[src/logic/eth_mmio_macros.svh]
`ifndef ETH_MMIO_MACROS_SVH
`define ETH_MMIO_MACROS_SVH

// Bus and register widths
`define ETH_MMIO_ADDR_W 32
`define ETH_MMIO_DATA_W 64
`define ETH_MMIO_IDX_W 3
`define ETH_MMIO_IDX_LSB 3
`define ETH_MMIO_NUM_REGS 6

// Payload beat layout inside a register word
`define ETH_BEAT_BYTES 7
`define ETH_BEAT_DATA_W (`ETH_BEAT_BYTES * 8)
`define ETH_BEAT_SIZE_W 3
`define ETH_BEAT_PAD_W 3

// Register map
`define ETH_REG_TX_SRC 3'd0
`define ETH_REG_TX_DST_TYPE 3'd1
`define ETH_REG_TX_DATA 3'd2
`define ETH_REG_RX_SRC 3'd3
`define ETH_REG_RX_DST_TYPE 3'd4
`define ETH_REG_RX_DATA 3'd5

// AXI response codes
`define AXI_RESP_OKAY 2'd0
`define AXI_RESP_SLVERR 2'd2

`endif

[src/logic/eth_mmio_pkg.sv]
`default_nettype none

`include "eth_mmio_macros.svh"

package eth_mmio_pkg;

    // Frame header as carried on the header streams, 112 bits
    typedef struct packed {
        logic [47:0] dst_mac;
        logic [47:0] src_mac;
        logic [15:0] eth_type;
    } eth_hdr_t;

    typedef struct packed {
        logic [`ETH_BEAT_DATA_W-1:0] data;
        logic [`ETH_BEAT_BYTES-1:0] keep;
        logic last;
    } eth_beat_t;

    // Field view of a reg 2 / reg 5 word
    typedef struct packed {
        logic valid;
        logic last;
        logic [`ETH_BEAT_PAD_W-1:0] pad;
        logic [`ETH_BEAT_SIZE_W-1:0] size;
        logic [`ETH_BEAT_DATA_W-1:0] data;
    } beat_fields_t;

    typedef union packed {
        logic [`ETH_MMIO_DATA_W-1:0] raw;
        beat_fields_t f;
    } beat_word_t;

    typedef struct packed {
        logic [`ETH_MMIO_DATA_W-1:0] data;
        logic [1:0] resp;
    } axil_rd_t;

    typedef struct packed {
        logic [`ETH_MMIO_IDX_W-1:0] idx;
        logic bad;
    } mmio_access_t;

    // Low byte-offset bits are dropped, anything above the index is an error
    function automatic mmio_access_t decode_addr(input logic [`ETH_MMIO_ADDR_W-1:0] addr);
        mmio_access_t acc;
        acc.idx = addr[`ETH_MMIO_IDX_LSB +: `ETH_MMIO_IDX_W];
        acc.bad = |addr[`ETH_MMIO_ADDR_W-1:`ETH_MMIO_IDX_LSB+`ETH_MMIO_IDX_W];
        return acc;
    endfunction

endpackage

`default_nettype wire

[src/logic/axil_read_channel.sv]
`timescale 1ns/1ns
`default_nettype none

`include "eth_mmio_macros.svh"

module axil_read_channel (
    input  logic                        clk,
    input  logic                        rst,
    input  logic                        ar_valid,
    output logic                        ar_ready,
    input  logic [`ETH_MMIO_ADDR_W-1:0] ar_addr,
    output logic                        r_valid,
    input  logic                        r_ready,
    output eth_mmio_pkg::axil_rd_t      r_rd,
    output logic                        rd_fire,
    output eth_mmio_pkg::mmio_access_t  rd_acc,
    input  eth_mmio_pkg::axil_rd_t      rd_out
);
    import eth_mmio_pkg::*;

    logic ar_fire;
    logic out_free;
    logic pend_valid;
    logic pend_next;
    mmio_access_t pend_acc;

    assign ar_fire = ar_valid && ar_ready;

    // Output register can take new data this cycle
    assign out_free = !r_valid || r_ready;

    // A buffered address always goes before the bus address
    assign rd_acc = pend_valid ? pend_acc : decode_addr(ar_addr);
    assign rd_fire = (pend_valid || ar_fire) && out_free;

    assign pend_next = (ar_fire && !out_free) || (pend_valid && !rd_fire);

    always_ff @(posedge clk) begin
        if (rst) begin
            ar_ready <= 1'b0;
            r_valid <= 1'b0;
            pend_valid <= 1'b0;
        end else begin
            // Only one address may wait behind a stalled response
            ar_ready <= !pend_next;
            pend_valid <= pend_next;
            if (rd_fire) begin
                r_valid <= 1'b1;
            end else if (r_ready) begin
                r_valid <= 1'b0;
            end
        end
    end

    always_ff @(posedge clk) begin
        if (ar_fire && !out_free) begin
            pend_acc <= decode_addr(ar_addr);
        end
        if (rd_fire) begin
            r_rd <= rd_out;
        end
    end

endmodule

`default_nettype wire

[src/logic/axil_write_channel.sv]
`timescale 1ns/1ns
`default_nettype none

`include "eth_mmio_macros.svh"

module axil_write_channel (
    input  logic                        clk,
    input  logic                        rst,
    input  logic                        aw_valid,
    output logic                        aw_ready,
    input  logic [`ETH_MMIO_ADDR_W-1:0] aw_addr,
    input  logic                        w_valid,
    output logic                        w_ready,
    input  logic [`ETH_MMIO_DATA_W-1:0] w_data,
    output logic                        b_valid,
    input  logic                        b_ready,
    output logic [1:0]                  b_resp,
    input  logic                        wr_allow,
    input  logic [1:0]                  wr_resp,
    output logic                        wr_fire,
    output eth_mmio_pkg::mmio_access_t  wr_acc,
    output logic [`ETH_MMIO_DATA_W-1:0] wr_data
);
    import eth_mmio_pkg::*;

    logic aw_fire;
    logic w_fire;
    logic aw_held;
    logic w_held;
    logic aw_have;
    logic w_have;
    logic aw_held_next;
    logic w_held_next;
    logic b_free;
    mmio_access_t aw_acc_q;
    logic [`ETH_MMIO_DATA_W-1:0] w_data_q;

    assign aw_fire = aw_valid && aw_ready;
    assign w_fire = w_valid && w_ready;

    // Each half counts as present from the cycle of its own transfer
    assign aw_have = aw_held || aw_fire;
    assign w_have = w_held || w_fire;

    assign wr_acc = aw_held ? aw_acc_q : decode_addr(aw_addr);
    assign wr_data = w_held ? w_data_q : w_data;

    assign b_free = !b_valid || b_ready;
    assign wr_fire = aw_have && w_have && b_free && wr_allow;

    assign aw_held_next = aw_have && !wr_fire;
    assign w_held_next = w_have && !wr_fire;

    always_ff @(posedge clk) begin
        if (rst) begin
            aw_ready <= 1'b0;
            w_ready <= 1'b0;
            aw_held <= 1'b0;
            w_held <= 1'b0;
            b_valid <= 1'b0;
        end else begin
            aw_held <= aw_held_next;
            w_held <= w_held_next;
            aw_ready <= !aw_held_next;
            // Stop taking data while the held address targets a full stager
            w_ready <= !w_held_next && !(aw_held_next && !wr_allow);
            if (wr_fire) begin
                b_valid <= 1'b1;
            end else if (b_ready) begin
                b_valid <= 1'b0;
            end
        end
    end

    always_ff @(posedge clk) begin
        if (aw_fire && !wr_fire) begin
            aw_acc_q <= decode_addr(aw_addr);
        end
        if (w_fire && !wr_fire) begin
            w_data_q <= w_data;
        end
        if (wr_fire) begin
            b_resp <= wr_resp;
        end
    end

endmodule

`default_nettype wire

[src/logic/eth_mmio_control.sv]
`timescale 1ns/1ns
`default_nettype none

`include "eth_mmio_macros.svh"

module eth_mmio_control (
    input  logic                        clk,
    input  logic                        rst,
    input  logic                        rd_fire,
    input  eth_mmio_pkg::mmio_access_t  rd_acc,
    output eth_mmio_pkg::axil_rd_t      rd_out,
    input  logic                        wr_fire,
    input  eth_mmio_pkg::mmio_access_t  wr_acc,
    input  logic [`ETH_MMIO_DATA_W-1:0] wr_data,
    output logic [1:0]                  wr_resp,
    output logic                        wr_allow,
    output logic                        rx_pop,
    input  eth_mmio_pkg::beat_word_t    rx_word,
    input  eth_mmio_pkg::eth_hdr_t      rx_hdr_cap,
    input  logic                        tx_full,
    output logic                        tx_push,
    output eth_mmio_pkg::beat_word_t    tx_word,
    output eth_mmio_pkg::eth_hdr_t      tx_hdr_src
);

    logic [47:0] tx_src;
    logic [`ETH_MMIO_DATA_W-1:0] tx_dst_type;
    logic wr_to_tx;

    // Read decode
    always_comb begin
        rd_out.data = '0;
        rd_out.resp = `AXI_RESP_OKAY;
        if (rd_acc.bad) begin
            rd_out.resp = `AXI_RESP_SLVERR;
        end else begin
            case (rd_acc.idx)
                `ETH_REG_TX_SRC: rd_out.data = {16'h0, tx_src};
                `ETH_REG_TX_DST_TYPE: rd_out.data = tx_dst_type;
                `ETH_REG_RX_SRC: rd_out.data = {16'h0, rx_hdr_cap.src_mac};
                `ETH_REG_RX_DST_TYPE: rd_out.data = {rx_hdr_cap.eth_type, rx_hdr_cap.dst_mac};
                `ETH_REG_RX_DATA: rd_out.data = rx_word.raw;
                // Reg 2 is write only
                default: rd_out.resp = `AXI_RESP_SLVERR;
            endcase
        end
    end

    assign rx_pop = rd_fire && !rd_acc.bad && rd_acc.idx == `ETH_REG_RX_DATA;

    // Write decode
    assign wr_to_tx = !wr_acc.bad && wr_acc.idx == `ETH_REG_TX_DATA;
    assign wr_resp = (wr_acc.bad || wr_acc.idx >= `ETH_MMIO_NUM_REGS) ?
                     `AXI_RESP_SLVERR : `AXI_RESP_OKAY;
    assign wr_allow = !(wr_to_tx && tx_full);

    assign tx_push = wr_fire && wr_to_tx;
    assign tx_word = wr_data;

    // Header for the next frame start, taken straight from regs 0 and 1
    assign tx_hdr_src.dst_mac = tx_dst_type[47:0];
    assign tx_hdr_src.src_mac = tx_src;
    assign tx_hdr_src.eth_type = tx_dst_type[63:48];

    always_ff @(posedge clk) begin
        if (rst) begin
            tx_src <= '0;
            tx_dst_type <= '0;
        end else if (wr_fire && !wr_acc.bad) begin
            if (wr_acc.idx == `ETH_REG_TX_SRC) begin
                tx_src <= wr_data[47:0];
            end
            if (wr_acc.idx == `ETH_REG_TX_DST_TYPE) begin
                tx_dst_type <= wr_data;
            end
        end
    end

endmodule

`default_nettype wire

[src/logic/tx_frame_stager.sv]
`timescale 1ns/1ns
`default_nettype none

`include "eth_mmio_macros.svh"

module tx_frame_stager (
    input  logic                     clk,
    input  logic                     rst,
    input  logic                     tx_push,
    input  eth_mmio_pkg::beat_word_t tx_word,
    input  eth_mmio_pkg::eth_hdr_t   tx_hdr_src,
    output logic                     tx_full,
    output logic                     tx_hdr_valid,
    input  logic                     tx_hdr_ready,
    output eth_mmio_pkg::eth_hdr_t   tx_hdr,
    output logic                     tx_beat_valid,
    input  logic                     tx_beat_ready,
    output eth_mmio_pkg::eth_beat_t  tx_beat
);

    logic in_frame;
    logic [`ETH_BEAT_BYTES-1:0] push_keep;

    // Size n becomes the low n keep bits
    assign push_keep = {`ETH_BEAT_BYTES{1'b1}} >>
                       (`ETH_BEAT_SIZE_W'(`ETH_BEAT_BYTES) - tx_word.f.size);

    // Busy until both the beat and a pending header have gone out
    assign tx_full = tx_beat_valid || tx_hdr_valid;

    always_ff @(posedge clk) begin
        if (rst) begin
            tx_hdr_valid <= 1'b0;
            tx_beat_valid <= 1'b0;
            in_frame <= 1'b0;
        end else if (tx_push) begin
            tx_beat_valid <= 1'b1;
            tx_hdr_valid <= !in_frame;
            in_frame <= !tx_word.f.last;
        end else begin
            if (tx_beat_ready) begin
                tx_beat_valid <= 1'b0;
            end
            if (tx_hdr_ready) begin
                tx_hdr_valid <= 1'b0;
            end
        end
    end

    always_ff @(posedge clk) begin
        if (tx_push) begin
            tx_beat.data <= tx_word.f.data;
            tx_beat.keep <= push_keep;
            tx_beat.last <= tx_word.f.last;
            if (!in_frame) begin
                tx_hdr <= tx_hdr_src;
            end
        end
    end

endmodule

`default_nettype wire

[src/logic/rx_frame_reader.sv]
`timescale 1ns/1ns
`default_nettype none

`include "eth_mmio_macros.svh"

module rx_frame_reader (
    input  logic                     clk,
    input  logic                     rst,
    input  logic                     rx_pop,
    input  logic                     rx_hdr_valid,
    output logic                     rx_hdr_ready,
    input  eth_mmio_pkg::eth_hdr_t   rx_hdr,
    input  logic                     rx_beat_valid,
    output logic                     rx_beat_ready,
    input  eth_mmio_pkg::eth_beat_t  rx_beat,
    output eth_mmio_pkg::beat_word_t rx_word,
    output eth_mmio_pkg::eth_hdr_t   rx_hdr_cap
);

    logic in_frame;
    logic beat_avail;
    logic [`ETH_BEAT_SIZE_W-1:0] beat_size;

    // A frame start needs its header too
    assign beat_avail = rx_beat_valid && (in_frame || rx_hdr_valid);

    // Keep is contiguous, so counting ones gives the byte count
    always_comb begin
        beat_size = '0;
        for (int i = 0; i < `ETH_BEAT_BYTES; i++) begin
            beat_size = beat_size + {{(`ETH_BEAT_SIZE_W-1){1'b0}}, rx_beat.keep[i]};
        end
    end

    always_comb begin
        rx_word.raw = '0;
        if (beat_avail) begin
            rx_word.f.valid = 1'b1;
            rx_word.f.last = rx_beat.last;
            rx_word.f.size = beat_size;
            rx_word.f.data = rx_beat.data;
        end
    end

    assign rx_beat_ready = rx_pop && beat_avail;
    assign rx_hdr_ready = rx_pop && beat_avail && !in_frame;

    always_ff @(posedge clk) begin
        if (rst) begin
            in_frame <= 1'b0;
        end else if (rx_beat_ready) begin
            in_frame <= !rx_beat.last;
        end
    end

    // Regs 3 and 4 follow the frame whose first beat was read
    always_ff @(posedge clk) begin
        if (rx_hdr_ready) begin
            rx_hdr_cap <= rx_hdr;
        end
    end

endmodule

`default_nettype wire

[src/logic/eth_mmio_top.sv]
`timescale 1ns/1ns
`default_nettype none

`include "eth_mmio_macros.svh"

module eth_mmio_top (
    input  logic                        clk,
    input  logic                        rst,
    input  logic                        aw_valid,
    output logic                        aw_ready,
    input  logic [`ETH_MMIO_ADDR_W-1:0] aw_addr,
    input  logic                        w_valid,
    output logic                        w_ready,
    input  logic [`ETH_MMIO_DATA_W-1:0] w_data,
    output logic                        b_valid,
    input  logic                        b_ready,
    output logic [1:0]                  b_resp,
    input  logic                        ar_valid,
    output logic                        ar_ready,
    input  logic [`ETH_MMIO_ADDR_W-1:0] ar_addr,
    output logic                        r_valid,
    input  logic                        r_ready,
    output eth_mmio_pkg::axil_rd_t      r_rd,
    output logic                        tx_hdr_valid,
    input  logic                        tx_hdr_ready,
    output eth_mmio_pkg::eth_hdr_t      tx_hdr,
    output logic                        tx_beat_valid,
    input  logic                        tx_beat_ready,
    output eth_mmio_pkg::eth_beat_t     tx_beat,
    input  logic                        rx_hdr_valid,
    output logic                        rx_hdr_ready,
    input  eth_mmio_pkg::eth_hdr_t      rx_hdr,
    input  logic                        rx_beat_valid,
    output logic                        rx_beat_ready,
    input  eth_mmio_pkg::eth_beat_t     rx_beat
);
    import eth_mmio_pkg::*;

    logic rd_fire;
    mmio_access_t rd_acc;
    axil_rd_t rd_out;
    logic wr_fire;
    mmio_access_t wr_acc;
    logic [`ETH_MMIO_DATA_W-1:0] wr_data;
    logic [1:0] wr_resp;
    logic wr_allow;
    logic rx_pop;
    beat_word_t rx_word;
    eth_hdr_t rx_hdr_cap;
    logic tx_full;
    logic tx_push;
    beat_word_t tx_word;
    eth_hdr_t tx_hdr_src;

    axil_read_channel u_rd (
        .clk(clk), .rst(rst),
        .ar_valid(ar_valid), .ar_ready(ar_ready), .ar_addr(ar_addr),
        .r_valid(r_valid), .r_ready(r_ready), .r_rd(r_rd),
        .rd_fire(rd_fire), .rd_acc(rd_acc), .rd_out(rd_out)
    );

    axil_write_channel u_wr (
        .clk(clk), .rst(rst),
        .aw_valid(aw_valid), .aw_ready(aw_ready), .aw_addr(aw_addr),
        .w_valid(w_valid), .w_ready(w_ready), .w_data(w_data),
        .b_valid(b_valid), .b_ready(b_ready), .b_resp(b_resp),
        .wr_allow(wr_allow), .wr_resp(wr_resp),
        .wr_fire(wr_fire), .wr_acc(wr_acc), .wr_data(wr_data)
    );

    eth_mmio_control u_ctrl (
        .clk(clk), .rst(rst),
        .rd_fire(rd_fire), .rd_acc(rd_acc), .rd_out(rd_out),
        .wr_fire(wr_fire), .wr_acc(wr_acc), .wr_data(wr_data),
        .wr_resp(wr_resp), .wr_allow(wr_allow),
        .rx_pop(rx_pop), .rx_word(rx_word), .rx_hdr_cap(rx_hdr_cap),
        .tx_full(tx_full), .tx_push(tx_push), .tx_word(tx_word), .tx_hdr_src(tx_hdr_src)
    );

    tx_frame_stager u_tx (
        .clk(clk), .rst(rst),
        .tx_push(tx_push), .tx_word(tx_word), .tx_hdr_src(tx_hdr_src), .tx_full(tx_full),
        .tx_hdr_valid(tx_hdr_valid), .tx_hdr_ready(tx_hdr_ready), .tx_hdr(tx_hdr),
        .tx_beat_valid(tx_beat_valid), .tx_beat_ready(tx_beat_ready), .tx_beat(tx_beat)
    );

    rx_frame_reader u_rx (
        .clk(clk), .rst(rst), .rx_pop(rx_pop),
        .rx_hdr_valid(rx_hdr_valid), .rx_hdr_ready(rx_hdr_ready), .rx_hdr(rx_hdr),
        .rx_beat_valid(rx_beat_valid), .rx_beat_ready(rx_beat_ready), .rx_beat(rx_beat),
        .rx_word(rx_word), .rx_hdr_cap(rx_hdr_cap)
    );

endmodule

`default_nettype wire

[config.mk]
export PLATFORM = sky130hd
export DESIGN_NAME = eth_mmio_top
export DESIGN_NICKNAME = d
export VERILOG_FILES = /design/src/logic/eth_mmio_pkg.sv /design/src/logic/axil_read_channel.sv /design/src/logic/axil_write_channel.sv /design/src/logic/eth_mmio_control.sv /design/src/logic/tx_frame_stager.sv /design/src/logic/rx_frame_reader.sv /design/src/logic/eth_mmio_top.sv
export VERILOG_INCLUDE_DIRS = /design/src /design/src/logic
export SDC_FILE = /design/constraint.sdc
export NUM_CORES = 1
export LEC_CHECK = 0
export BUFFER_PORTS_ARGS = -buffer_cell sky130_fd_sc_hd__buf_2
export CORE_MARGIN = 2
export CORE_UTILIZATION = 30
export DETAILED_ROUTE_END_ITERATION = 8
export SLEW_MARGIN = 20
export SYNTH_ARGS = -nofsm -noshare
export SYNTH_HDL_FRONTEND = slang
export SYNTH_HIERARCHICAL = 1
export SYNTH_SLANG_ARGS = --single-unit
[constraint.sdc]
create_clock -name clk -period 22 [get_ports clk]
set_input_delay 1.1 -clock clk [delete_from_list [all_inputs] [get_ports clk]]
set_output_delay 1.1 -clock clk [all_outputs]
set_load 0.005 [all_outputs]
Yosys cells after proc, flatten, opt, wreduce, memory -nomap -nowiden

Index checks and enable logic that the tools add are counted.

Input bits: 315
Output and inout bits: 253
Flip-flop bits (word level): 552

Equality and inequality tests: 6
Shift operators: 1
Bitwise operators: 1
$lt $le $gt $ge: 1
Reductions and logical operators: 61
Mux-type cells: 16
Add/sub/neg operators: 7

Operator list:

| kind                | count |
|---|---|
| $pmux 64 s5         | 1 |
| $mux 64             | 1 |
| $mux 59             | 1 |
| $reduce_or 26->1    | 2 |
| $logic_and 1x1->1   | 24 |
| $logic_not 1->1     | 16 |
| $add 3x1->3         | 5 |
| $logic_or 1x1->1    | 9 |
| $mux 1              | 8 |
| $mux 4              | 2 |
| $reduce_bool 2->1   | 4 |
| $shr 7x3->7 const A | 1 |
| $eq 3x1->1 const B  | 2 |
| $eq 3x2->1 const B  | 2 |
| $eq 3x3->1 const B  | 2 |
| $logic_not 3->1     | 2 |
| $mux 2              | 3 |
| $reduce_and 2->1    | 3 |
| $reduce_or 5->1     | 1 |
| $ge 3x3->1 const B  | 1 |
| $sub 3x3->3 const A | 1 |
| $add 1x1->2         | 1 |
| $not 1->1           | 1 |

Depth between registers and ports, before layout

Depth in word-level cells: 12
Depth in mapped cells: 13

Modules after synthesis

The synthesis kept the hierarchy.

Modules (own cells, without submodules):

| module             | cells an instance | area an instance (µm²) | instances |
|---|---|---|---|
| eth_mmio_control   | 790               | 7469.7                 | 1 |
| tx_frame_stager    | 195               | 5457.7                 | 1 |
| rx_frame_reader    | 204               | 4026.4                 | 1 |
| axil_write_channel | 176               | 3163.0                 | 1 |
| axil_read_channel  | 98                | 2321.0                 | 1 |

Worst setup path after synthesis

OpenSTA, ideal clock, no wires.

Path kind: input port to output port
From: input port ar_valid
To: output port rx_hdr_ready
Slack: 11.062 ns
Arrival time: 9.838 ns
Stages on the path: 5
Cell sequence: a21oi_1 > a21oi_1 > and3_1 > nand3_1 > nor2_1

Cells in the longest elaborated chain, start to end: 7

RTL lines:

| element                            | line                    | RTL |
|---|---|---|
| start, declared                    | eth_mmio_top.sv:18      | `input logic ar_valid,` |
| $logic_and 1x1->1                  | axil_read_channel.sv:27 | `assign ar_fire = ar_valid && ar_ready;` |
| $logic_or 1x1->1                   | axil_read_channel.sv:34 | `assign rd_fire = (pend_valid \|\| ar_fire) && out_free;` |
| $logic_and 1x1->1                  | axil_read_channel.sv:34 |  |
| net rd_fire                        | eth_mmio_top.sv:39      | `logic rd_fire;` |
| $logic_and 1x1->1                  | eth_mmio_control.sv:49  | `` assign rx_pop = rd_fire && !rd_acc.bad && rd_acc.idx == `ETH_REG_RX_DATA; `` |
| $logic_and 1x1->1 (no source line) | --                      |  |
| net rx_pop                         | eth_mmio_top.sv:47      | `logic rx_pop;` |
| $logic_and 1x1->1 (2 in a row)     | rx_frame_reader.sv:46   | `assign rx_hdr_ready = rx_pop && beat_avail && !in_frame;` |
| end, declared                      | eth_mmio_top.sv:31      | `output logic rx_hdr_ready,` |

The timed path passes the listed nets, and every way through them passes these cells.

==> metrics <==
status=completed; average wire per standard cell=22.5 um; drt first-iter violations=817; fmax=190 MHz; largest net degree at the start of global routing=99; IO Count=568; Worst Min Path Start=u_ctrl/tx_dst_type[35]; final setup TNS=0 ps; final setup slack of the worst path=16730 ps; share of post-route cells with drive strength above 1=41.4%; PwrDens=81.7 nW/um2; Global Route Usage Sum=17.0%; Worst setup EP type=primary output; hold depth=0; clk_skew=30.2 ps; Flop pwr share=50.4%; hold bufs inserted after CTS=0; Post-Synthesis Cells=1459; Psw=483 uW; fin nets=2285; Worst slew margin=36.2%; final max-slew violation count=0; Die Y=277 um; sw frac=21.3%; FF-to-FF path depth=5; critical path arrival=4170 ps; fin crit share=24.0%; clock tree from TritonCTS=yes; worst setup path class=in2out; total global routing overflow=0; RSZ-0062 raised after global routing=false; DRC Markers=0; Max H-tree Level=2; Syn Std Cell Area=22400 um2; die span in x=277 um; combinational share of power=5.4%; vias in the first global route=15100; port bufs=561; post-route ant nets=0; Area Growth Syn to Fin=23.6%; core area=74200 um2; DR vias/cell=4.69; DIE AREA=76900 um2; Filler cells=7080; antenna violations before repair=18; LEAKAGE=0.0112 uW; Worst setup SP type=input pin; Post-CTS Resized=0; Hold Path End=u_tx/tx_hdr[99]; Final HPWL DP=45.7 mm; final setup fails=0; Cell Rows=100; reg2reg end=u_tx/tx_hdr[42]; DP Worst Slack=16680 ps; Cells after DPL=2870; Initial Utilization=30.2%; total clock sinks=552; Ys Warns=6; power after layout=2260 uW; CTS root buf=clkbuf_16; min-delay worst type=reg2reg; vias after detailed routing=14000; maxcap violations=0; clock-pin slew on the worst setup and hold paths=60 ps; Final min period=5270 ps; drt first pass iters=5; reg2reg setup slack=18110 ps; global-route wire length before repair=97.6 mm; Tightest Pin Transition=956 ps; Setup Fix Bufs, Post-CTS=0; Post-Syn Area per Cell=15.4 um2; internal power=1780 uW; CTS buffer count=61; Final Wtd Congestion=0.838; peak supply drop=0.0584 mV; Post-Layout Cell Count=2991; Clock power frac=44.2%; clock tree buffer depth=3; Final Hold Fails=0; most common cell after layout, fill and taps aside=buf_2; DRT Wirelength=67.3 mm; required time of the worst setup path=20900 ps; most frequent cells in the layout=buf_2, edfxtp_1, nand2b_1; RR Startpoint=u_wr/aw_held; Max FO, Critical Path=21; worst-skew pair later-pin latency=620 ps
==> state kept, by name, summed over array words and instances, names as in the netlist, 2 cells and up <==
name / count
u_rx/rx_hdr_cap: 112
u_ctrl/tx_dst_type: 64
u_tx/tx_hdr: 112
u_wr/w_data_q: 64
u_wr/aw_acc_q: 4
u_tx/tx_beat: 64
u_ctrl/tx_src: 48
u_wr/b_resp: 2
u_rd/r_rd: 66
u_rd/pend_acc: 4
==> critical path, cell delays in order <==
cell and delay, ps:
buf_2 130, nor4_1 280, nand4_1 330, o41a_1 640, nor3b_4 230, buf_4 340, and3_1 280, nand3_1 140
nor2_4 90, buf_4 370, buf_2 190
==> power by group through the flow <==
stage                     registers [uW]  clock network (uW)  logic (uW)
after floorplan                     1160                   0        79.4
after global placement              1160                   0         122
after detailed placement            1160                   0         123
after CTS                           1140                1030         124
after global routing                1140                1070         133
final                               1140                1000         122
==> area by class of cell <==
type,count,area [um2],area share (%)
diodes,7,17.5,0.0633
clock inverters,22,221,0.800
flip-flops and latches,552,15300,55.4
clock buffers,92,1730,6.26
inverters,11,41.3,0.149
repair buffers,583,2980,10.7
multi-input cells,755,6150,22.2
well taps,969,1210,4.38
==> metal layers <==
| layer | routed length (um) | global-route usage, % |
|---|---|---|
| met3 | 5430 | 5.06 |
| met1 | 26800 | 20.3 |
| met2 | 32700 | 29.0 |
| met4 | 2220 | 6.31 |
| met5 | 104 | 0 |
==> worst max-delay path by stage <==
stage	startpoint	to	slack [ps]	depth (start not counted)
4_1_cts	ar_addr[15]	rx_hdr_ready	16690	11
5_1_grt	ar_addr[15]	rx_hdr_ready	16580	11
3_5_place_dp	ar_addr[15]	rx_hdr_ready	16680	11
3_3_place_gp	ar_addr[11]	rx_hdr_ready	16740	11
6_report	ar_addr[11]	rx_hdr_ready	16730	11
2_1_floorplan	ar_valid	rx_hdr_ready	11060	5
==> metrics by stage <==
step / utilization (%) / hold WS [ps] / instance area, um2
detailed placement: 34.7 / 441 / 25700
finish: 37.3 / 455 / 27700
global placement: 34.7 / 438 / 25700
floorplan: - / 427 / 22400
global route: 37.3 / 471 / 27700
CTS: 37.3 / 456 / 27700
(Power assumes the default switching activity.)
